## config.mk

```make
export PLATFORM = sky130hd
export DESIGN_NAME = xbar
export DESIGN_NICKNAME = d
export VERILOG_FILES = /design/src/bus_pkg.sv /design/src/xbar.sv
export SDC_FILE = /design/constraint.sdc
export NUM_CORES = 1
export LEC_CHECK = 0
export CAP_MARGIN = 10
export CELL_PAD_IN_SITES_DETAIL_PLACEMENT = 0
export CELL_PAD_IN_SITES_GLOBAL_PLACEMENT = 1
export CORE_AREA = 2 2 169 171
export CTS_CLUSTER_SIZE = 10
export DETAILED_ROUTE_END_ITERATION = 8
export DIE_AREA = 0 0 171 173
export DONT_BUFFER_PORTS = 1
export PLACE_DENSITY_LB_ADDON = 0.1
export SLEW_MARGIN = 5
export SYNTH_ARGS = -nofsm -noshare
export SYNTH_HDL_FRONTEND = slang
export SYNTH_SLANG_ARGS = --single-unit
```

## constraint.sdc

```tcl
create_clock -name clk -period 2.51 [get_ports clk]
set_input_delay 0.251 -clock clk [delete_from_list [all_inputs] [get_ports clk]]
set_output_delay 0.251 -clock clk [all_outputs]
set_load 0.01 [all_outputs]
```

## src/bus_pkg.sv

```systemverilog
package bus_pkg;

    // bus widths
    localparam int ADDR_W = 32;
    localparam int DATA_W = 32;
    localparam int STRB_W = DATA_W / 8;
    localparam int RESP_W = 2;

    // response codes
    localparam logic [RESP_W-1:0] RESP_OKAY   = 2'b00;
    localparam logic [RESP_W-1:0] RESP_DECERR = 2'b11;

    // address map
    localparam logic [ADDR_W-1:0] RAM_BASE   = 32'h8000_0000;
    localparam int                RAM_WORDS  = 256;
    localparam logic [ADDR_W-1:0] TIMER_BASE = 32'h0200_0000;

    // timer register offsets, block spans 16 bytes
    localparam logic [3:0] TIMER_MTIME_LO = 4'h0;
    localparam logic [3:0] TIMER_MTIME_HI = 4'h4;
    localparam logic [3:0] TIMER_CMP_LO   = 4'h8;
    localparam logic [3:0] TIMER_CMP_HI   = 4'hC;

endpackage

```

## src/xbar.sv

```systemverilog
`timescale 1ns/1ps

module xbar (
    input  logic                         clk,
    input  logic                         rst_n,
    // from the arbiter
    input  logic [bus_pkg::ADDR_W-1:0]   arb_araddr,
    input  logic                         arb_arvalid,
    output logic                         arb_arready,
    output logic [bus_pkg::DATA_W-1:0]   arb_rdata,
    output logic [bus_pkg::RESP_W-1:0]   arb_rresp,
    output logic                         arb_rvalid,
    input  logic                         arb_rready,
    input  logic [bus_pkg::ADDR_W-1:0]   arb_awaddr,
    input  logic                         arb_awvalid,
    output logic                         arb_awready,
    input  logic [bus_pkg::DATA_W-1:0]   arb_wdata,
    input  logic [bus_pkg::STRB_W-1:0]   arb_wstrb,
    input  logic                         arb_wvalid,
    output logic                         arb_wready,
    output logic [bus_pkg::RESP_W-1:0]   arb_bresp,
    output logic                         arb_bvalid,
    input  logic                         arb_bready,
    // to the RAM
    output logic [bus_pkg::ADDR_W-1:0]   ram_araddr,
    output logic                         ram_arvalid,
    input  logic                         ram_arready,
    input  logic [bus_pkg::DATA_W-1:0]   ram_rdata,
    input  logic [bus_pkg::RESP_W-1:0]   ram_rresp,
    input  logic                         ram_rvalid,
    output logic                         ram_rready,
    output logic [bus_pkg::ADDR_W-1:0]   ram_awaddr,
    output logic                         ram_awvalid,
    input  logic                         ram_awready,
    output logic [bus_pkg::DATA_W-1:0]   ram_wdata,
    output logic [bus_pkg::STRB_W-1:0]   ram_wstrb,
    output logic                         ram_wvalid,
    input  logic                         ram_wready,
    input  logic [bus_pkg::RESP_W-1:0]   ram_bresp,
    input  logic                         ram_bvalid,
    output logic                         ram_bready,
    // to the timer
    output logic [bus_pkg::ADDR_W-1:0]   tmr_araddr,
    output logic                         tmr_arvalid,
    input  logic                         tmr_arready,
    input  logic [bus_pkg::DATA_W-1:0]   tmr_rdata,
    input  logic [bus_pkg::RESP_W-1:0]   tmr_rresp,
    input  logic                         tmr_rvalid,
    output logic                         tmr_rready,
    output logic [bus_pkg::ADDR_W-1:0]   tmr_awaddr,
    output logic                         tmr_awvalid,
    input  logic                         tmr_awready,
    output logic [bus_pkg::DATA_W-1:0]   tmr_wdata,
    output logic [bus_pkg::STRB_W-1:0]   tmr_wstrb,
    output logic                         tmr_wvalid,
    input  logic                         tmr_wready,
    input  logic [bus_pkg::RESP_W-1:0]   tmr_bresp,
    input  logic                         tmr_bvalid,
    output logic                         tmr_bready
);

    logic ar_ram;
    logic ar_tmr;
    logic aw_ram;
    logic aw_tmr;
    logic ar_hs;
    logic aw_hs;
    // target of the outstanding transfer, neither set means decode error
    logic sel_ram;
    logic sel_tmr;
    logic err_rvalid;
    logic err_bvalid;
    logic err_busy;

    function automatic logic in_ram(input logic [bus_pkg::ADDR_W-1:0] addr);
        return addr >= bus_pkg::RAM_BASE &&
               addr < bus_pkg::RAM_BASE + 4 * bus_pkg::RAM_WORDS;
    endfunction

    function automatic logic in_tmr(input logic [bus_pkg::ADDR_W-1:0] addr);
        return addr >= bus_pkg::TIMER_BASE && addr < bus_pkg::TIMER_BASE + 16;
    endfunction

    assign ar_ram   = in_ram(arb_araddr);
    assign ar_tmr   = in_tmr(arb_araddr);
    assign aw_ram   = in_ram(arb_awaddr);
    assign aw_tmr   = in_tmr(arb_awaddr);
    assign ar_hs    = arb_arvalid && arb_arready;
    assign aw_hs    = arb_awvalid && arb_awready;
    assign err_busy = err_rvalid || err_bvalid;

    // forward requests
    assign ram_araddr  = arb_araddr;
    assign tmr_araddr  = arb_araddr;
    assign ram_arvalid = arb_arvalid && ar_ram;
    assign tmr_arvalid = arb_arvalid && ar_tmr;
    assign arb_arready = ar_ram ? ram_arready : (ar_tmr ? tmr_arready : !err_busy);

    // W follows the AW decode since both travel together
    assign ram_awaddr  = arb_awaddr;
    assign tmr_awaddr  = arb_awaddr;
    assign ram_wdata   = arb_wdata;
    assign tmr_wdata   = arb_wdata;
    assign ram_wstrb   = arb_wstrb;
    assign tmr_wstrb   = arb_wstrb;
    assign ram_awvalid = arb_awvalid && aw_ram;
    assign tmr_awvalid = arb_awvalid && aw_tmr;
    assign ram_wvalid  = arb_wvalid && aw_ram;
    assign tmr_wvalid  = arb_wvalid && aw_tmr;
    assign arb_awready = aw_ram ? ram_awready : (aw_tmr ? tmr_awready : !err_busy);
    assign arb_wready  = aw_ram ? ram_wready : (aw_tmr ? tmr_wready : !err_busy);

    // route responses back from the latched target
    assign ram_rready = arb_rready && sel_ram;
    assign tmr_rready = arb_rready && sel_tmr;
    assign ram_bready = arb_bready && sel_ram;
    assign tmr_bready = arb_bready && sel_tmr;
    assign arb_rvalid = sel_ram ? ram_rvalid : (sel_tmr ? tmr_rvalid : err_rvalid);
    assign arb_rdata  = sel_ram ? ram_rdata : (sel_tmr ? tmr_rdata : '0);
    assign arb_rresp  = sel_ram ? ram_rresp : (sel_tmr ? tmr_rresp : bus_pkg::RESP_DECERR);
    assign arb_bvalid = sel_ram ? ram_bvalid : (sel_tmr ? tmr_bvalid : err_bvalid);
    assign arb_bresp  = sel_ram ? ram_bresp : (sel_tmr ? tmr_bresp : bus_pkg::RESP_DECERR);

    always_ff @(posedge clk) begin
        if (!rst_n) begin
            sel_ram    <= 1'b0;
            sel_tmr    <= 1'b0;
            err_rvalid <= 1'b0;
            err_bvalid <= 1'b0;
        end else begin
            if (ar_hs) begin
                sel_ram <= ar_ram;
                sel_tmr <= ar_tmr;
            end else if (aw_hs) begin
                sel_ram <= aw_ram;
                sel_tmr <= aw_tmr;
            end
            // unmapped: answer ourselves a cycle later
            if (ar_hs && !ar_ram && !ar_tmr) begin
                err_rvalid <= 1'b1;
            end else if (arb_rready) begin
                err_rvalid <= 1'b0;
            end
            if (aw_hs && !aw_ram && !aw_tmr) begin
                err_bvalid <= 1'b1;
            end else if (arb_bready) begin
                err_bvalid <= 1'b0;
            end
        end
    end

    a_one_slave: assert property (@(posedge clk) disable iff (!rst_n)
        $onehot0({ram_arvalid || ram_awvalid, tmr_arvalid || tmr_awvalid}));

endmodule

```

==> flow_metrics.env, run 1 <==
export IMPL_status="completed"
export IMPL_clk_latency_ns=0.22
export IMPL_netlist_instances=330
export IMPL_synthTopCellsByArea="buf_4 61%, a22o_1 11%, dfxtp_1 3.2%"
export IMPL_cts_tree="yes"
export IMPL_min_path_type="input pin to register"
export IMPL_grtUsageMet1_pct=5.48
export IMPL_hold_end="err_bvalid"
export IMPL_multi_input_area_um2=851
export IMPL_yosysWarnings=0
export IMPL_htree_levels=1
export IMPL_cp_max_fo=3
export IMPL_hold_viol_final=0
export IMPL_insertedDiodeCount=0
export IMPL_grt_usage_pct=4.81
export IMPL_antenna_found_initial=0
export IMPL_slew_violations=0
export IMPL_yosysTopAreaCell="buf_4"
export IMPL_dr_pass1_iters=4
export IMPL_start_util_pct=8.93
export IMPL_hold_buffers=0
export IMPL_grt_max_degree=39
export IMPL_coreArea_mm2=0.0276
export IMPL_fmax_mhz=524
export IMPL_cts_sinks=4
export IMPL_grt_pass1_vias=1568
export IMPL_drc=0
export IMPL_setup_tns_ns=0
export IMPL_path_class="input pin to output port"
export IMPL_vias=1318
export IMPL_met2_usage_pct=8.01
export IMPL_wl_mm=7.80
export IMPL_crit_path_end_kind="output port"
export IMPL_relSlewSlack_pct=61.0
export IMPL_clock_path_buffers=2
export IMPL_final_nets=322
export IMPL_rows=61
export IMPL_finClkSkew_ns=0.000220
export IMPL_fill_cells=3309
export IMPL_drive_gt1_share_pct=13.0
export IMPL_rsz0062_at_grt="no"
export IMPL_seq_area_frac_synth_pct=3.25
export IMPL_gp_congestion=0.649
export IMPL_cts_resized_gates=0
export IMPL_crit_arrival_ns=1.66
export IMPL_rr_startpoint="err_bvalid"
export IMPL_final_common_cell="a22o_1"
export IMPL_min_from="rst_n"
export IMPL_port_buffers=0
export IMPL_cp_required_ns=2.26
export IMPL_setup_viol=0
export IMPL_numCtsBuffers=3
export IMPL_io_pins=440
export IMPL_fin_crit_ns=1.91
export IMPL_cts_clk_slew_worst_paths_ns=0.03
export IMPL_clockRootBuffer="clkbuf_16"
export IMPL_regToRegSetupSlack_ns=0.72
export IMPL_tightestPinTransition_ns=0.583
export IMPL_fp_dieW_um=171
export IMPL_avgRoutedWirePerCell_um=15.3
export IMPL_drt_vias_per_instance=2.59
export IMPL_syn_area_per_cell_um2=7.48
export IMPL_start_kind="input pin"
export IMPL_post_cts_buffers=0
export IMPL_yosysUniqueCellTypes=35
export IMPL_synth_top_area_share_pct=60.9
export IMPL_post_route_period_util_pct=76.0
export IMPL_syn_area_mm2=0.00247
export IMPL_dr_first_iter_drc_count=42
export IMPL_powerDensity_mw_per_mm2=293
export IMPL_ff_latch_area_um2=80.1
export IMPL_p_leak_nw=0.368
export IMPL_power_total_uw=448
export IMPL_cap_viol_max_count=0
export IMPL_grt_busiest_layer="met2"
export IMPL_hpwl_mm=6.74
export IMPL_syn_nets=519
export IMPL_area_growth_pct=-38.1
export IMPL_hold_path_depth=1
export IMPL_crit_path_start="arb_awaddr[29]"
export IMPL_ant_nets=0
export IMPL_die_h_um=173
export IMPL_r2r_end="sel_ram"
export IMPL_die_area_mm2=0.0296
export IMPL_final_cell_mix="32 x a22o_1, 13 x nand2_1, 11 x and2_1, 7 x nor4_1, 5 x buf_4"
export IMPL_worst_r2r_path_depth=5
export IMPL_ys_ff_latch=4
export IMPL_max_vdd_ir_drop_v=0.000142
export IMPL_grt_pass1_wl_mm=10.5
export IMPL_overflow=0
export IMPL_grt_util_met3_pct=2.08
==> area by class of cell <==
| class | instances | share of cell area (%) |
|---|---|---|
| Clock buffer | 3 | 4.91 |
| Multi-Input combinational cell | 116 | 55.7 |
| Tap cell | 378 | 31.0 |
| Inverter | 3 | 0.737 |
| Timing Repair Buffer | 5 | 2.46 |
| Sequential cell | 4 | 5.24 |
==> metal layers <==
| metal | part of all wire, % | vias up |
|---|---|---|
| li1 | - | 531 |
| met5 | 0 | - |
| met3 | 10 | 21 |
| met2 | 50 | 137 |
| met4 | 1.2 | 0 |
| met1 | 38 | 629 |
==> cells in the mapped netlist (all sizes together) <==
cell type and number:
nand2 13, a22o 32, nor4 11, a311oi 2, o22ai 1, and2 11, nand2b 1, a21oi 3
o31a 3, a31oi 1, o21a 2, mux2i 4, nand4 1, a32oi 1, a21o 1, and3 1
o22a 4, buf 200, nand3 2, or2 1, nor4b 2, or4 1, inv 3, clkbuf 7
dfxtp 4, nor2 5, nor2b 4, o32ai 1, nor3 4, o21ai 4
==> worst max-delay path by stage <==
| stage | endpoint | slack [ns] | cells past startpoint |
|---|---|---|---|
| 2_1_floorplan | arb_wready | 0.87 | 4 |
| 6_report | arb_wready | 0.60 | 6 |
| 5_1_grt | tmr_arvalid | 0.44 | 4 |
| 4_1_cts | tmr_arvalid | 0.56 | 4 |
| 3_3_place_gp | sel_ram | 0.51 | 6 |
| 3_5_place_dp | sel_ram | 0.47 | 6 |
==> state kept, by name (all words and copies together), names as in the netlist <==
name	cells
err_bvalid	1
err_rvalid	1
sel_ram	1
sel_tmr	1
==> through the flow <==
| stage | instances | util, % | instance area (µm²) | hold WS (ns) | worst slack [ns] |
|---|---|---|---|---|---|
| after floorplan | 330 | - | 2470 | 0.373 | 0.874 |
| after global placement | 506 | 5.26 | 1450 | 0.381 | 0.508 |
| after detailed placement | 506 | 5.26 | 1450 | 0.388 | 0.474 |
| after CTS | 509 | 5.53 | 1530 | 0.150 | 0.564 |
| after global routing | 509 | 5.53 | 1530 | 0.148 | 0.443 |
| final | 509 | 5.53 | 1530 | 0.151 | 0.603 |
==> power by group <==
group	switching, mW	internal [mW]	total, mW
Clock	0.0438	0.203	0.247
Combinational	0.0801	0.0478	0.128
Sequential	0.00430	0.0681	0.0724
Total	0.128	0.319	0.448
==> worst max-delay path: stages <==
cell     delay [ns]
nor4_1         0.38
nand4_1        0.29
nor3_2         0.25
buf_4          0.15
mux2i_1        0.08
o21ai_1        0.26
==> cells by family after synthesis <==
| logic type | Yosys count | synth area share, % |
|---|---|---|
| buffers and inverters | 210 | 62.4 |
| AND/OR/NAND/NOR | 57 | 14.7 |
| AO/OA/AOI/OAI | 55 | 18.1 |
| multiplexers | 4 | 1.62 |
| flip-flops | 4 | 3.25 |
Power figures use the tool's default switching activity.
==> run 2, diff against run 1 <==
==> constraint.sdc (replaced) <==
create_clock -name clk -period 1.9 [get_ports clk]
set_input_delay 0.19 -clock clk [delete_from_list [all_inputs] [get_ports clk]]
set_output_delay 0.19 -clock clk [all_outputs]
set_load 0.01 [all_outputs]
==> run 2 against run 1 <==
  * Clock power is 36% higher
  * Setup slack worse by 0.45 ns
  * Sequential share of layout area is 0.22 points lower
  * Highest routed layer unchanged
==> flow_metrics.env, run 2 (synthesized netlist as in run 1, its figures left out) <==
export IMPL_rows=61
export IMPL_overflow=0
export IMPL_status="completed"
export IMPL_vias=1352
export IMPL_power_total_uw=616
export IMPL_grt_pass1_wl_mm=10.2
export IMPL_crit_path_end_kind="output port"
export IMPL_postPlaceCellArea_mm2=0.00152
export IMPL_slew_violations=0
export IMPL_grt_usage_pct=4.68
export IMPL_post_route_util_pct=5.77
export IMPL_die_area_mm2=0.0296
export IMPL_avgRoutedWirePerCell_um=14.8
export IMPL_ant_nets=0
export IMPL_drt_vias_per_instance=2.61
export IMPL_coreArea_mm2=0.0276
export IMPL_clk_latency_ns=0.23
export IMPL_cts_clk_slew_worst_paths_ns=0.03
export IMPL_cp_max_fo=4
export IMPL_setup_viol=0
export IMPL_start_kind="input pin"
export IMPL_insertedDiodeCount=0
export IMPL_port_buffers=0
export IMPL_grt_max_degree=39
export IMPL_drive_gt1_share_pct=18.6
export IMPL_powerDensity_mw_per_mm2=386
export IMPL_min_path_type="input pin to register"
export IMPL_antenna_found_initial=0
export IMPL_hold_ws_ns=0.0854
export IMPL_post_route_period_util_pct=92.2
export IMPL_fin_area_mm2=0.00160
export IMPL_tightestPinTransition_ns=0.411
export IMPL_finClkSkew_ns=0.00193
export IMPL_fill_cells=3304
export IMPL_htree_levels=1
export IMPL_io_pins=440
export IMPL_area_growth_pct=-35.3
export IMPL_hpwl_mm=6.72
export IMPL_drc=0
export IMPL_clockRootBuffer="clkbuf_16"
export IMPL_start_util_pct=8.93
export IMPL_grt_pass1_vias=1512
export IMPL_cp_required_ns=1.71
export IMPL_hold_buffers=0
export IMPL_final_nets=331
export IMPL_fin_crit_ns=1.75
export IMPL_numCtsBuffers=3
export IMPL_final_cell_mix="32 x a22o_1, 14 x buf_4, 13 x nand2_1, 11 x and2_1, 7 x nor4_1"
export IMPL_dr_first_iter_drc_count=49
export IMPL_fmax_mhz=571
export IMPL_cts_resized_gates=0
export IMPL_cap_viol_max_count=0
export IMPL_clock_path_buffers=2
export IMPL_hold_viol_final=0
export IMPL_p_leak_nw=0.413
export IMPL_cts_sinks=4
export IMPL_wl_mm=7.65
export IMPL_max_vdd_ir_drop_v=0.000166
export IMPL_dr_pass1_iters=4
export IMPL_die_h_um=173
export IMPL_cts_tree="yes"
export IMPL_gp_congestion=0.647
export IMPL_fp_dieW_um=171
export IMPL_path_class="input pin to output port"
export IMPL_rsz0062_at_grt="no"
export IMPL_final_common_cell="a22o_1"
export IMPL_relSlewSlack_pct=72.4
export IMPL_post_cts_buffers=0
export IMPL_crit_arrival_ns=1.56
[run 2: cell types whose count changed in the layout (fill, tap and decap cells not counted)]
cell / previous run / this run
buf_4: 5 / 14
[run 2: path summary, 6_finish.rpt]
check | start | end | slack (ns) | cells past startpoint
hold reg to reg | err_bvalid | err_bvalid | 0.67 | 3
setup reg to reg | err_bvalid | sel_ram | 0.33 | 5
hold / removal | rst_n | err_bvalid | 0.09 | 1
setup / recovery | arb_araddr[22] | arb_arready | 0.15 | 6
[run 2: area by class of cell]
cell class | instances | area (µm²) | share of cell area [%]
sequential | 4 | 80.1 | 5.02
tap | 378 | 473 | 29.6
timing repair buffer | 14 | 105 | 6.59
multi-input combinational | 116 | 851 | 53.3
inverter | 3 | 11.3 | 0.706
clock buffer | 3 | 75.1 | 4.71
[run 2: metal layers]
layer,vias to the layer above,share of wire [%],GRT usage (%)
li1,553,-,-
met5,-,0,0
met4,0,1.5,1.48
met2,146,49,7.71
met1,630,40,5.66
met3,23,9.2,1.63
[run 2: through the flow]
stage          TNS, ns  cells  setup WS [ns]
2_1_floorplan        0    330          0.354
3_3_place_gp         0    515         0.0454
3_5_place_dp   -0.0319    515        -0.0319
4_1_cts              0    518         0.0873
5_1_grt              0    518        0.00102
6_report             0    518          0.148
[run 2: report_power, final]
part / internal, mW / switching [mW] / leakage, nW
clock network: 0.270 / 0.0675 / 0.0370
registers: 0.0900 / 0.00590 / 0.0328
logic: 0.0754 / 0.107 / 0.343
[run 2: worst max-delay path, cell delays in order]
cell and delay [ns]:
nor4_2 0.29, nand3_1 0.13, buf_4 0.19, o31a_1 0.31, buf_4 0.15, or2_1 0.30
