$ cat config.mk
export PLATFORM = sky130hd
export DESIGN_NAME = arbiter
export DESIGN_NICKNAME = d
export VERILOG_FILES = /design/src/bus_pkg.sv /design/src/arbiter.sv
export SDC_FILE = /design/constraint.sdc
export NUM_CORES = 1
export LEC_CHECK = 0
export BUFFER_PORTS_ARGS = -buffer_cell sky130_fd_sc_hd__buf_2
export CORE_AREA = 2 2 140 142
export DETAILED_ROUTE_END_ITERATION = 16
export DIE_AREA = 0 0 142 144
export GPL_TIMING_DRIVEN = 0
export HOLD_SLACK_MARGIN = 0.02
export SLEW_MARGIN = 20
export SYNTH_ARGS = -nofsm -noshare
export SYNTH_HDL_FRONTEND = slang
export SYNTH_SLANG_ARGS = --single-unit
$ cat constraint.sdc
create_clock -name clk -period 1.9 [get_ports clk]
set_clock_uncertainty 0.2 [all_clocks]
set_input_delay 0.38 -clock clk [delete_from_list [all_inputs] [get_ports clk]]
set_output_delay 0.38 -clock clk [all_outputs]
set_load 0.03 [all_outputs]
$ cat src/bus_pkg.sv
package bus_pkg;

    // bus widths
    localparam int ADDR_W = 32;
    localparam int DATA_W = 32;
    localparam int STRB_W = DATA_W / 8;
    localparam int RESP_W = 2;

    // response codes
    localparam logic [RESP_W-1:0] RESP_OKAY   = 2'b00;
    localparam logic [RESP_W-1:0] RESP_DECERR = 2'b11;

    // address map
    localparam logic [ADDR_W-1:0] RAM_BASE   = 32'h8000_0000;
    localparam int                RAM_WORDS  = 256;
    localparam logic [ADDR_W-1:0] TIMER_BASE = 32'h0200_0000;

    // timer register offsets, block spans 16 bytes
    localparam logic [3:0] TIMER_MTIME_LO = 4'h0;
    localparam logic [3:0] TIMER_MTIME_HI = 4'h4;
    localparam logic [3:0] TIMER_CMP_LO   = 4'h8;
    localparam logic [3:0] TIMER_CMP_HI   = 4'hC;

endpackage

$ cat src/arbiter.sv
`timescale 1ns/1ps

module arbiter (
    input  logic                         clk,
    input  logic                         rst_n,
    // fetch master, read only
    input  logic [bus_pkg::ADDR_W-1:0]   m0_araddr,
    input  logic                         m0_arvalid,
    output logic                         m0_arready,
    output logic [bus_pkg::DATA_W-1:0]   m0_rdata,
    output logic [bus_pkg::RESP_W-1:0]   m0_rresp,
    output logic                         m0_rvalid,
    input  logic                         m0_rready,
    // load/store master
    input  logic [bus_pkg::ADDR_W-1:0]   m1_araddr,
    input  logic                         m1_arvalid,
    output logic                         m1_arready,
    output logic [bus_pkg::DATA_W-1:0]   m1_rdata,
    output logic [bus_pkg::RESP_W-1:0]   m1_rresp,
    output logic                         m1_rvalid,
    input  logic                         m1_rready,
    input  logic [bus_pkg::ADDR_W-1:0]   m1_awaddr,
    input  logic                         m1_awvalid,
    output logic                         m1_awready,
    input  logic [bus_pkg::DATA_W-1:0]   m1_wdata,
    input  logic [bus_pkg::STRB_W-1:0]   m1_wstrb,
    input  logic                         m1_wvalid,
    output logic                         m1_wready,
    output logic [bus_pkg::RESP_W-1:0]   m1_bresp,
    output logic                         m1_bvalid,
    input  logic                         m1_bready,
    // merged bus towards the crossbar
    output logic [bus_pkg::ADDR_W-1:0]   arb_araddr,
    output logic                         arb_arvalid,
    input  logic                         arb_arready,
    input  logic [bus_pkg::DATA_W-1:0]   arb_rdata,
    input  logic [bus_pkg::RESP_W-1:0]   arb_rresp,
    input  logic                         arb_rvalid,
    output logic                         arb_rready,
    output logic [bus_pkg::ADDR_W-1:0]   arb_awaddr,
    output logic                         arb_awvalid,
    input  logic                         arb_awready,
    output logic [bus_pkg::DATA_W-1:0]   arb_wdata,
    output logic [bus_pkg::STRB_W-1:0]   arb_wstrb,
    output logic                         arb_wvalid,
    input  logic                         arb_wready,
    input  logic [bus_pkg::RESP_W-1:0]   arb_bresp,
    input  logic                         arb_bvalid,
    output logic                         arb_bready
);

    // 0 = fetch, 1 = load/store
    logic grant;
    logic pick;
    logic outstanding;
    logic issue_ok;
    logic req_start;
    logic req_done;

    // load/store wins, otherwise keep the current owner
    assign pick = (m1_arvalid || m1_awvalid) ? 1'b1 : (m0_arvalid ? 1'b0 : grant);

    // requests only pass once the register already points at the winner
    assign issue_ok  = !outstanding && (grant == pick);
    assign req_start = (arb_arvalid && arb_arready) || (arb_awvalid && arb_awready);
    assign req_done  = (arb_rvalid && arb_rready) || (arb_bvalid && arb_bready);

    always_ff @(posedge clk) begin
        if (!rst_n) begin
            grant       <= 1'b0;
            outstanding <= 1'b0;
        end else begin
            if (!outstanding) begin
                grant <= pick;
            end
            if (req_start) begin
                outstanding <= 1'b1;
            end else if (req_done) begin
                outstanding <= 1'b0;
            end
        end
    end

    // bus side
    assign arb_araddr  = grant ? m1_araddr : m0_araddr;
    assign arb_arvalid = issue_ok && (grant ? m1_arvalid : m0_arvalid);
    assign arb_rready  = grant ? m1_rready : m0_rready;
    assign arb_awaddr  = grant ? m1_awaddr : '0;
    assign arb_awvalid = issue_ok && grant && m1_awvalid;
    assign arb_wdata   = grant ? m1_wdata : '0;
    assign arb_wstrb   = grant ? m1_wstrb : '0;
    assign arb_wvalid  = issue_ok && grant && m1_wvalid;
    assign arb_bready  = grant && m1_bready;

    // fetch side, zero unless granted
    assign m0_arready = issue_ok && !grant && arb_arready;
    assign m0_rvalid  = !grant && arb_rvalid;
    assign m0_rdata   = m0_rvalid ? arb_rdata : '0;
    assign m0_rresp   = m0_rvalid ? arb_rresp : '0;

    // load/store side
    assign m1_arready = issue_ok && grant && arb_arready;
    assign m1_rvalid  = grant && arb_rvalid;
    assign m1_rdata   = m1_rvalid ? arb_rdata : '0;
    assign m1_rresp   = m1_rvalid ? arb_rresp : '0;
    assign m1_awready = issue_ok && grant && arb_awready;
    assign m1_wready  = issue_ok && grant && arb_wready;
    assign m1_bvalid  = grant && arb_bvalid;
    assign m1_bresp   = m1_bvalid ? arb_bresp : '0;

    // owner stays put while its response is pending
    a_grant_locked: assert property (@(posedge clk) disable iff (!rst_n)
        (arb_rvalid || arb_bvalid) |-> $stable(grant));

endmodule

==> results of run 1 <==
[area by class of cell]
type	instances	area, um2	area share
flip-flops and latches	2	43.8	0.00916
repair buffers	371	2520	0.526
clock buffers	3	75.1	0.0157
well taps	238	298	0.0623
diodes	1	2.50	0.000523
plain buffers	23	309	0.0646
multi-input cells	196	1540	0.322
[worst paths after layout]
path | slack [ns] | startpoint | to
hold reg to reg | 0.45 | outstanding$_SDFFE_PN0P_ | grant$_SDFFE_PN0N_
setup / recovery | -0.12 | grant$_SDFFE_PN0N_ | m0_rdata[9]
hold / removal | 0.23 | rst_n | grant$_SDFFE_PN0N_
setup reg to reg | 0.29 | grant$_SDFFE_PN0N_ | outstanding$_SDFFE_PN0P_
[flip-flops by register name, summed over array words and instances (netlist names)]
| name | flops |
|---|---|
| outstanding | 1 |
| grant | 1 |
[cell usage after synthesis, types with 2 or more instances]
library cell	count	share of area
buf_2	5	0.016
clkbuf_2	6	0.019
and2_1	110	0.44
clkbuf_1	10	0.024
nor2b_1	2	0.0080
nand2b_1	2	0.0080
dfxtp_1	2	0.026
mux2_2	33	0.24
and3_1	36	0.14
nor2_1	2	0.0048
[repair_timing]
item | CTS | global route
gates resized for setup | 292 | 14
pin swaps | 29 | 1
buffers inserted | 4 | 0
gates cloned | 4 | 1
endpoints found under the hold margin | 0 | 0
endpoints found under the setup margin | 177 | 174
[routing by layer]
metal  part of all wire  vias to the layer above
met1               0.40                     1379
met4             0.0040                        0
li1                   -                     1479
met2               0.54                      167
met3              0.054                        4
met5                  0                        -
[logic make-up after synthesis]
logic type	count (synthesis)	synth area share
AO/OA/AOI/OAI	5	0.0296
AND/OR/NAND/NOR	158	0.636
multiplexers	33	0.238
flip-flops	2	0.0256
buffers and inverters	23	0.0712
[power groups by stage]
stage | clock network (mW) | logic (mW) | registers, mW
after detailed placement | 0 | 1.42 | 0.0533
after global routing | 0.326 | 1.90 | 0.0557
after global placement | 0 | 1.41 | 0.0533
after CTS | 0.316 | 1.77 | 0.0538
final | 0.314 | 1.81 | 0.0545
after floorplan | 0 | 0.898 | 0.0508
[layout by cell type, fill, tap and decap left out]
master and n:
and2_1 75, buf_16 1, nor4b_4 1, clkbuf_1 2
nor2b_4 2, nor2b_1 1, clkbuf_16 6, clkbuf_2 1
a311o_1 1, buf_4 108, a21o_1 1, buf_6 49
nand2_1 1, nor2_1 2, and3_4 1, dfxtp_4 1
dfxtp_1 1, nand2b_1 2, clkbuf_8 11, buf_12 3
buf_2 209, buf_8 5, and3b_1 1, diode_2 1
o2bb2ai_1 1, nand3_1 1, and3_1 35, a21oi_4 1
and2_4 36, a221oi_2 1, clkbuf_4 2, mux2_2 33
==> out/qor.yml, run 1 <==
placed_design:
  place_inst: 821
  hpwl_um: 9230
  port_buffers: 362
  place_congestion: 0.801
  pre_cts_ws_ns: -0.426
  placed_cell_area_um2: 3670
power:
  power_density_nw_per_um2: 454
  p_leak_nw: 2.72
  power.share.clock: 0.144
  swShare: 0.477
  total_power_mw: 2.17
  comb_power_share: 0.831
  p_seq_frac: 0.025
  intPower_mw: 1.14
  ir_drop_mv: 0.241
  power.switching_mw: 1.04
layout:
  final_area_um2: 4780
  stdcell_count: 834
  layout-drive-gt1-share: 0.792
  fill_cells: 2049
  syn_to_final_growth_pct: 206
  final_nets: 779
  utilization: 0.251
routing:
  vias: 3029
  drt_iter0_drc: 71
  drcViolationCount: 0
  antenna_left: 0
  dr.pass1.iters: 4
  finalWirelength_um: 11900
  wl_per_cell_um: 14.3
  viasPerCell: 3.63
global_routing:
  grt_pass1_vias: 2777
  grtUsageMet2: 0.188
  grt_pass1_wl_um: 15400
  grt_overflow: 0
  grt.met1_usage: 0.118
  grt_util_all_layers: 0.0967
  grt_util_met3: 0.00993
  grt_max_degree: 11
  antenna_found_initial: 1
  top_usage_layer: "met2"
worst_setup_path:
  worstPathMaxFanout: 8
  end_kind: "primary output"
  max_stage_delay_ns: 0.35
  worst_path_most_repeated_cell: "buf_8"
  crit_chain: "buf_8 > nor2b_4 > buf_8 > clkbuf_8 > and2_4 > buf_6"
  path_class: "reg2out"
  cp.required_ns: 1.32
  ff2ff_path_depth: 4
  cp.depth: 6
  startpoint_type: "register"
  arrival_ns: 1.44
  crit_buf_inv: 4
  crit_family: "buffers and inverters"
  crit_slowest_cell: "dfxtp_4"
sta:
  setup_viol_count_final: 168
  setup_slack_ns: -0.123
  relSlewSlack: 0.743
  fin_crit_ns: 2.02
  finalHoldViolCount: 0
  rsz0062_at_grt: "true"
  min_period_over_period: 1.06
  fmax_mhz: 494
  hold-worst-slack_ns: 0.233
  finalMaxSlewViolations: 0
  worstMarginPinSlew_ns: 0.386
  setup_tns_ns: -8.54
worst_hold_path:
  hold_path_class: "in2reg"
  hold_depth: 2
floorplan:
  die_h_um: 144
  core-area_um2: 19100
  die_area_um2: 20400
  die_w_um: 142
  ios: 364
  start_util: 0.0820
  rows: 51
logic_synthesis:
  syn-cell-area_um2: 1560
  async_flop_share: 0
  ys.flop_type: "dfxtp_1"
  yosysWarningCount: 0
  synth-seq-cells: 2
  synth_enable_flop_cells: 0
  synth_seq_area_share: 0.0256
  synth.avg_cell_area_um2: 7.08
  netlist_instances: 221
  synth.distinct_cells: 23
  syn-num-nets: 403
job:
  max-cap-violations: 0
clock_network:
  tritoncts: "done"
  cts-hold-fix-buffers: 0
  cts_buffer_depth: 2
  cts-root-buf: "clkbuf_16"
  cts_sinks: 2
  cts_inserted_buffers: 3
  clkSlewWorstSetupHoldPaths_ns: 0.03
  htreeDepth: 1
  clock_latency_ns: 0.22
outcome:
  status: "finished, violations left"
  failed_checks: "setup timing"
Note: power is estimated with default switching activity, not from simulation.
==> run 2: changes to the inputs <==
--- a/config.mk
+++ b/config.mk
@@ -5,10 +5,11 @@
 export SDC_FILE = /design/constraint.sdc
 export NUM_CORES = 1
 export LEC_CHECK = 0
+export ABC_AREA = 1
 export BUFFER_PORTS_ARGS = -buffer_cell sky130_fd_sc_hd__buf_2
-export CORE_AREA = 2 2 140 142
+export CORE_AREA = 2 2 141 143
 export DETAILED_ROUTE_END_ITERATION = 16
-export DIE_AREA = 0 0 142 144
+export DIE_AREA = 0 0 143 145
 export GPL_TIMING_DRIVEN = 0
 export HOLD_SLACK_MARGIN = 0.02
 export SLEW_MARGIN = 20
==> out/qor.yml, run 2 <==
routing:
  drt_iter0_drc: 132
  antenna_left: 0
  vias: 3628
  drcViolationCount: 0
  finalWirelength_um: 12200
  dr.pass1.iters: 4
  viasPerCell: 3.46
  wl_per_cell_um: 11.6
worst_hold_path:
  hold_path_class: "in2reg"
  hold_depth: 3
  hold_end: "outstanding$_SDFFE_PN0P_"
  min_from: "rst_n"
worst_setup_path:
  startpoint_type: "register"
  end_kind: "primary output"
  worstPathMaxFanout: 10
  worst_path_most_repeated_cell: "buf_12"
  path_class: "reg2out"
  arrival_ns: 1.38
  regToRegSetupSlack_ns: 0.49
  r2r_end: "outstanding$_SDFFE_PN0P_"
  max_stage_delay_ns: 0.32
  crit_chain: "buf_12 > buf_12 > nand2_8 > buf_8 > nor2_1 > buf_4"
  setup.worst_path.start: "grant$_SDFFE_PN0N_"
  reg2reg_from: "grant$_SDFFE_PN0N_"
  ff2ff_path_depth: 8
  crit_slowest_cell: "dfxtp_2"
  cp.required_ns: 1.32
sta:
  rsz0062_at_grt: "true"
  finalHoldViolCount: 0
  fin_crit_ns: 1.96
  fmax_mhz: 511
  setup_tns_ns: -0.570
  finalMaxSlewViolations: 0
  worstMarginPinSlew_ns: 0.263
  hold-worst-slack_ns: 0.161
  min_period_over_period: 1.03
  setup_viol_count_final: 31
  setup_slack_ns: -0.0570
  relSlewSlack: 0.824
logic_synthesis:
  yosys-top-cells-area: "nand2_1 (39%), inv_1 (27%), nor2_1 (18%)"
  synth.distinct_cells: 17
  syn-cell-area_um2: 1660
  synth_top_cell_area_share: 0.392
  synth.avg_cell_area_um2: 4.05
  synth_enable_flop_cells: 0
  netlist_instances: 409
  synthTopCellsByCount: "nand2_1 (173), inv_1 (118), nor2_1 (79)"
  yosysTopAreaCell: "nand2_1"
  yosysWarningCount: 0
  synth_seq_area_share: 0.0242
  syn-num-nets: 591
  synth-seq-cells: 2
  yosysMostFrequentCell: "nand2_1"
  ys.flop_type: "dfxtp_1"
  async_flop_share: 0
layout:
  final_area_um2: 5040
  layout-drive-gt1-share: 0.574
  utilization: 0.262
  final_nets: 966
  stdcell_count: 1048
  most-common-layout-cells: "buf_2 (192), nand2_1 (169), buf_4 (113)"
  final_common_cell: "buf_2"
  reg_top3: "grant (1), outstanding (1)"
  syn_to_final_growth_pct: 204
  fill_cells: 2110
global_routing:
  grt_max_degree: 11
  antenna_found_initial: 1
  grt_pass1_vias: 3238
  grt_pass1_wl_um: 15900
  grt_util_all_layers: 0.0968
  grt_overflow: 0
floorplan:
  ios: 364
  start_util: 0.0862
  core-area_um2: 19200
  die_w_um: 143
  rows: 51
  die_area_um2: 20700
  die_h_um: 145
clock_network:
  cts_sinks: 2
  cts_inserted_buffers: 3
  tritoncts: "done"
  clkSlewWorstSetupHoldPaths_ns: 0.03
  cts_buffer_depth: 2
  clock_latency_ns: 0.22
  htreeDepth: 1
  cts-root-buf: "clkbuf_16"
  cts-hold-fix-buffers: 0
placed_design:
  port_buffers: 363
  place_inst: 1037
  place_congestion: 0.789
  placed_cell_area_um2: 3810
  hpwl_um: 9440
power:
  comb_power_share: 0.838
  p_leak_nw: 3.42
  ir_drop_mv: 0.203
  power_density_nw_per_um2: 455
  intPower_mw: 1.08
  power.switching_mw: 1.22
  power.share.clock: 0.140
  swShare: 0.531
  p_seq_frac: 0.023
outcome:
  status: "finished, violations left"
  failed_checks: "setup timing"
job:
  max-cap-violations: 0
[run 2: changes by cell type after synthesis, sizes merged, moves of 4 or more]
cell,previous run,this run
buf,7,22
nand2,1,175
nor2,2,79
and2,111,0
mux2,33,0
and3,36,0
clkbuf,16,0
nand3,1,5
inv,0,119
[run 2: how the worst max path moves through the flow]
| stage | depth (start not counted) | endpoint | slack (ns) |
|---|---|---|---|
| floorplan | 5 | arb_wvalid | 0.08 |
| finish | 6 | m1_rdata[9] | -0.06 |
| global placement | 7 | arb_wvalid | -0.17 |
| global route | 6 | m1_rdata[4] | -0.08 |
| CTS | 6 | m1_wready | -0.04 |
| detailed placement | 7 | m1_wready | -0.19 |
[run 2: layout make-up]
class / count / area [um2] / share of cell area
Antenna cell: 1 / 2.50 / 0.000497
Buffer: 22 / 292 / 0.0578
Clock buffer: 3 / 75.1 / 0.0149
Inverter: 119 / 457 / 0.0906
Multi-Input combinational cell: 267 / 1320 / 0.262
Sequential cell: 2 / 41.3 / 0.00819
Tap cell: 265 / 332 / 0.0658
Timing Repair Buffer: 369 / 2520 / 0.500
[run 2: per-stage QoR]
step                      setup slack, ns  power (mW)
after floorplan                    0.0828       0.997
after global placement             -0.170        1.55
after detailed placement           -0.187        1.56
after CTS                         -0.0416        2.15
after global routing              -0.0786        2.42
final                             -0.0570        2.29
[run 2: cell families after synthesis]
group	share of synthesized area
buf+inv	0.351
simple gates	0.600
compound gates	0.0242
flops	0.0242
[run 2: timing repair]
item	in CTS	in global routing
setup endpoints to repair	175	155
endpoints found under the hold margin	0	0
pin swaps	5	2
setup buffers	2	2
cloned	1	2
resized for setup	207	186
[run 2: per-layer routing]
metal / track usage / vias up / part of all wire
met2: 0.208 / 202 / 0.57
met1: 0.0991 / 1557 / 0.35
li1: - / 1858 / -
met5: 0 / - / 0
met4: 0.0158 / 0 / 0.012
met3: 0.00660 / 11 / 0.066
[run 2: critical path: cells and delay by family, from the launching register on]
family        cells  cell delay (ns)
buf+inv           4             0.63
flops             1             0.32
simple gates      2             0.19
[run 2: power by group through the flow]
stage	combinational [mW]	sequential, mW	clock [mW]
2_1_floorplan	0.947	0.0494	0
5_1_grt	2.04	0.0527	0.326
6_report	1.92	0.0520	0.320
3_5_place_dp	1.51	0.0501	0
4_1_cts	1.77	0.0519	0.327
3_3_place_gp	1.50	0.0500	0
==> run 3: changes to the inputs <==
--- a/config.mk
+++ b/config.mk
@@ -7,9 +7,9 @@
 export LEC_CHECK = 0
 export ABC_AREA = 1
 export BUFFER_PORTS_ARGS = -buffer_cell sky130_fd_sc_hd__buf_2
-export CORE_AREA = 2 2 141 143
+export CORE_AREA = 2 2 139 141
 export DETAILED_ROUTE_END_ITERATION = 16
-export DIE_AREA = 0 0 143 145
+export DIE_AREA = 0 0 141 143
 export GPL_TIMING_DRIVEN = 0
 export HOLD_SLACK_MARGIN = 0.02
 export SLEW_MARGIN = 20
==> constraint.sdc (replaced) <==
create_clock -name clk -period 2.3 [get_ports clk]
set_clock_uncertainty 0.2 [all_clocks]
set_input_delay 0.46 -clock clk [delete_from_list [all_inputs] [get_ports clk]]
set_output_delay 0.46 -clock clk [all_outputs]
set_load 0.03 [all_outputs]
==> out/qor.yml, run 3 (synthesized netlist as in run 2, its figures left out) <==
outcome:
  status: "completed"
placed_design:
  hpwl_um: 9160
  placed_cell_area_um2: 3770
  port_buffers: 363
  place_congestion: 0.783
  pre_cts_ws_ns: 0.0555
clock_network:
  post_cts_resized: 0
  clkSlewWorstSetupHoldPaths_ns: 0.03
  cts_inserted_buffers: 3
  cts-root-buf: "clkbuf_16"
  tritoncts: "done"
  cts-hold-fix-buffers: 0
  htreeDepth: 1
  cts_buffer_depth: 2
  cts_sinks: 2
  clock_latency_ns: 0.22
  cts_setup_buffers: 0
worst_hold_path:
  hold_path_class: "in2reg"
floorplan:
  die_w_um: 141
  ios: 364
  die_area_um2: 20200
  rows: 50
  start_util: 0.0892
  core-area_um2: 18600
  die_h_um: 143
global_routing:
  grt_util_all_layers: 0.0861
  grt_max_degree: 11
  grt_pass1_wl_um: 13800
  grt_pass1_vias: 2881
  antenna_found_initial: 1
  grt_overflow: 0
power:
  total_power_mw: 1.53
  p_leak_nw: 3.22
  ir_drop_mv: 0.205
  power_density_nw_per_um2: 397
sta:
  setup_slack_ns: 0.120
  rsz0062_at_grt: "false"
  setup_viol_count_final: 0
  worstMarginPinSlew_ns: 0.383
  relSlewSlack: 0.742
  finalMaxSlewViolations: 0
  finalHoldViolCount: 0
  setup_tns_ns: 0
  fin_crit_ns: 2.18
  hold-worst-slack_ns: 0.240
  fmax_mhz: 459
  min_period_over_period: 0.948
worst_setup_path:
  startpoint_type: "register"
  worstPathMaxFanout: 10
  arrival_ns: 1.52
  max_stage_delay_ns: 0.31
  crit_buf_inv: 4
  crit_chain: "buf_6 > buf_6 > nand2_2 > buf_2 > nor2_1 > buf_2"
  crit_family: "buffers and inverters"
  cp.required_ns: 1.64
  path_class: "reg2out"
  end_kind: "primary output"
  crit_slowest_cell: "dfxtp_1"
routing:
  finalWirelength_um: 10200
  drt_iter0_drc: 153
  dr.pass1.iters: 4
  drcViolationCount: 0
  vias: 3455
  viasPerCell: 3.42
  wl_per_cell_um: 10.1
  antenna_left: 0
layout:
  antennaDiodeCount: 0
  final_area_um2: 3850
  most-common-layout-cells: "buf_2 (378), nand2_1 (173), inv_1 (118)"
  final_nets: 959
  syn_to_final_growth_pct: 133
  layout-drive-gt1-share: 0.508
  final_common_cell: "buf_2"
  reg_top3: "grant (1), outstanding (1)"
job:
  max-cap-violations: 0
[run 3: worst register-to-register path, cell delays in order, from the launching register on]
cell     delay (ns)
dfxtp_1        0.31
buf_6          0.12
buf_6          0.16
nand3_1        0.18
nand4_1        0.15
nand3_1        0.09
nand2_1        0.07
inv_1          0.03
[run 3: metrics by stage]
step            util  instances
3_3_place_gp   0.203       1006
2_1_floorplan      -        409
6_report       0.207       1009
5_1_grt        0.207       1009
4_1_cts        0.207       1009
3_5_place_dp   0.203       1006
[run 3: layer usage]
metal,vias up,share of wire,routed length (um),track usage
li1,1835,-,-,-
met2,207,0.53,5460,0.180
met1,1403,0.38,3900,0.0926
met5,-,0.0013,13,0
met3,8,0.080,815,0.0134
met4,2,0.0044,45,0.00947
[run 3: final cells by class]
cell class	instances	area, um2
buffer	22	135
clock buffer	3	75.1
fill	2166	14700
inverter	119	448
multi-input combinational	266	1050
sequential	2	40.0
tap	234	293
timing repair buffer	363	1820
[run 3: power by group]
part	total (mW)	switching (mW)	internal (mW)
combinational	1.23	0.852	0.380
sequential	0.0412	0.00271	0.0385
clock	0.259	0.0383	0.221
total	1.53	0.893	0.639
[run 3: path summary, 6_finish.rpt]
kind              cells after the start                       end  slack (ns)                startpoint
setup / recovery                      6              m1_rdata[28]        0.12        grant$_SDFFE_PN0N_
hold / removal                        3  outstanding$_SDFFE_PN0P_        0.24                     rst_n
setup reg to reg                      7  outstanding$_SDFFE_PN0P_        0.89        grant$_SDFFE_PN0N_
hold reg to reg                       2        grant$_SDFFE_PN0N_        0.33  outstanding$_SDFFE_PN0P_
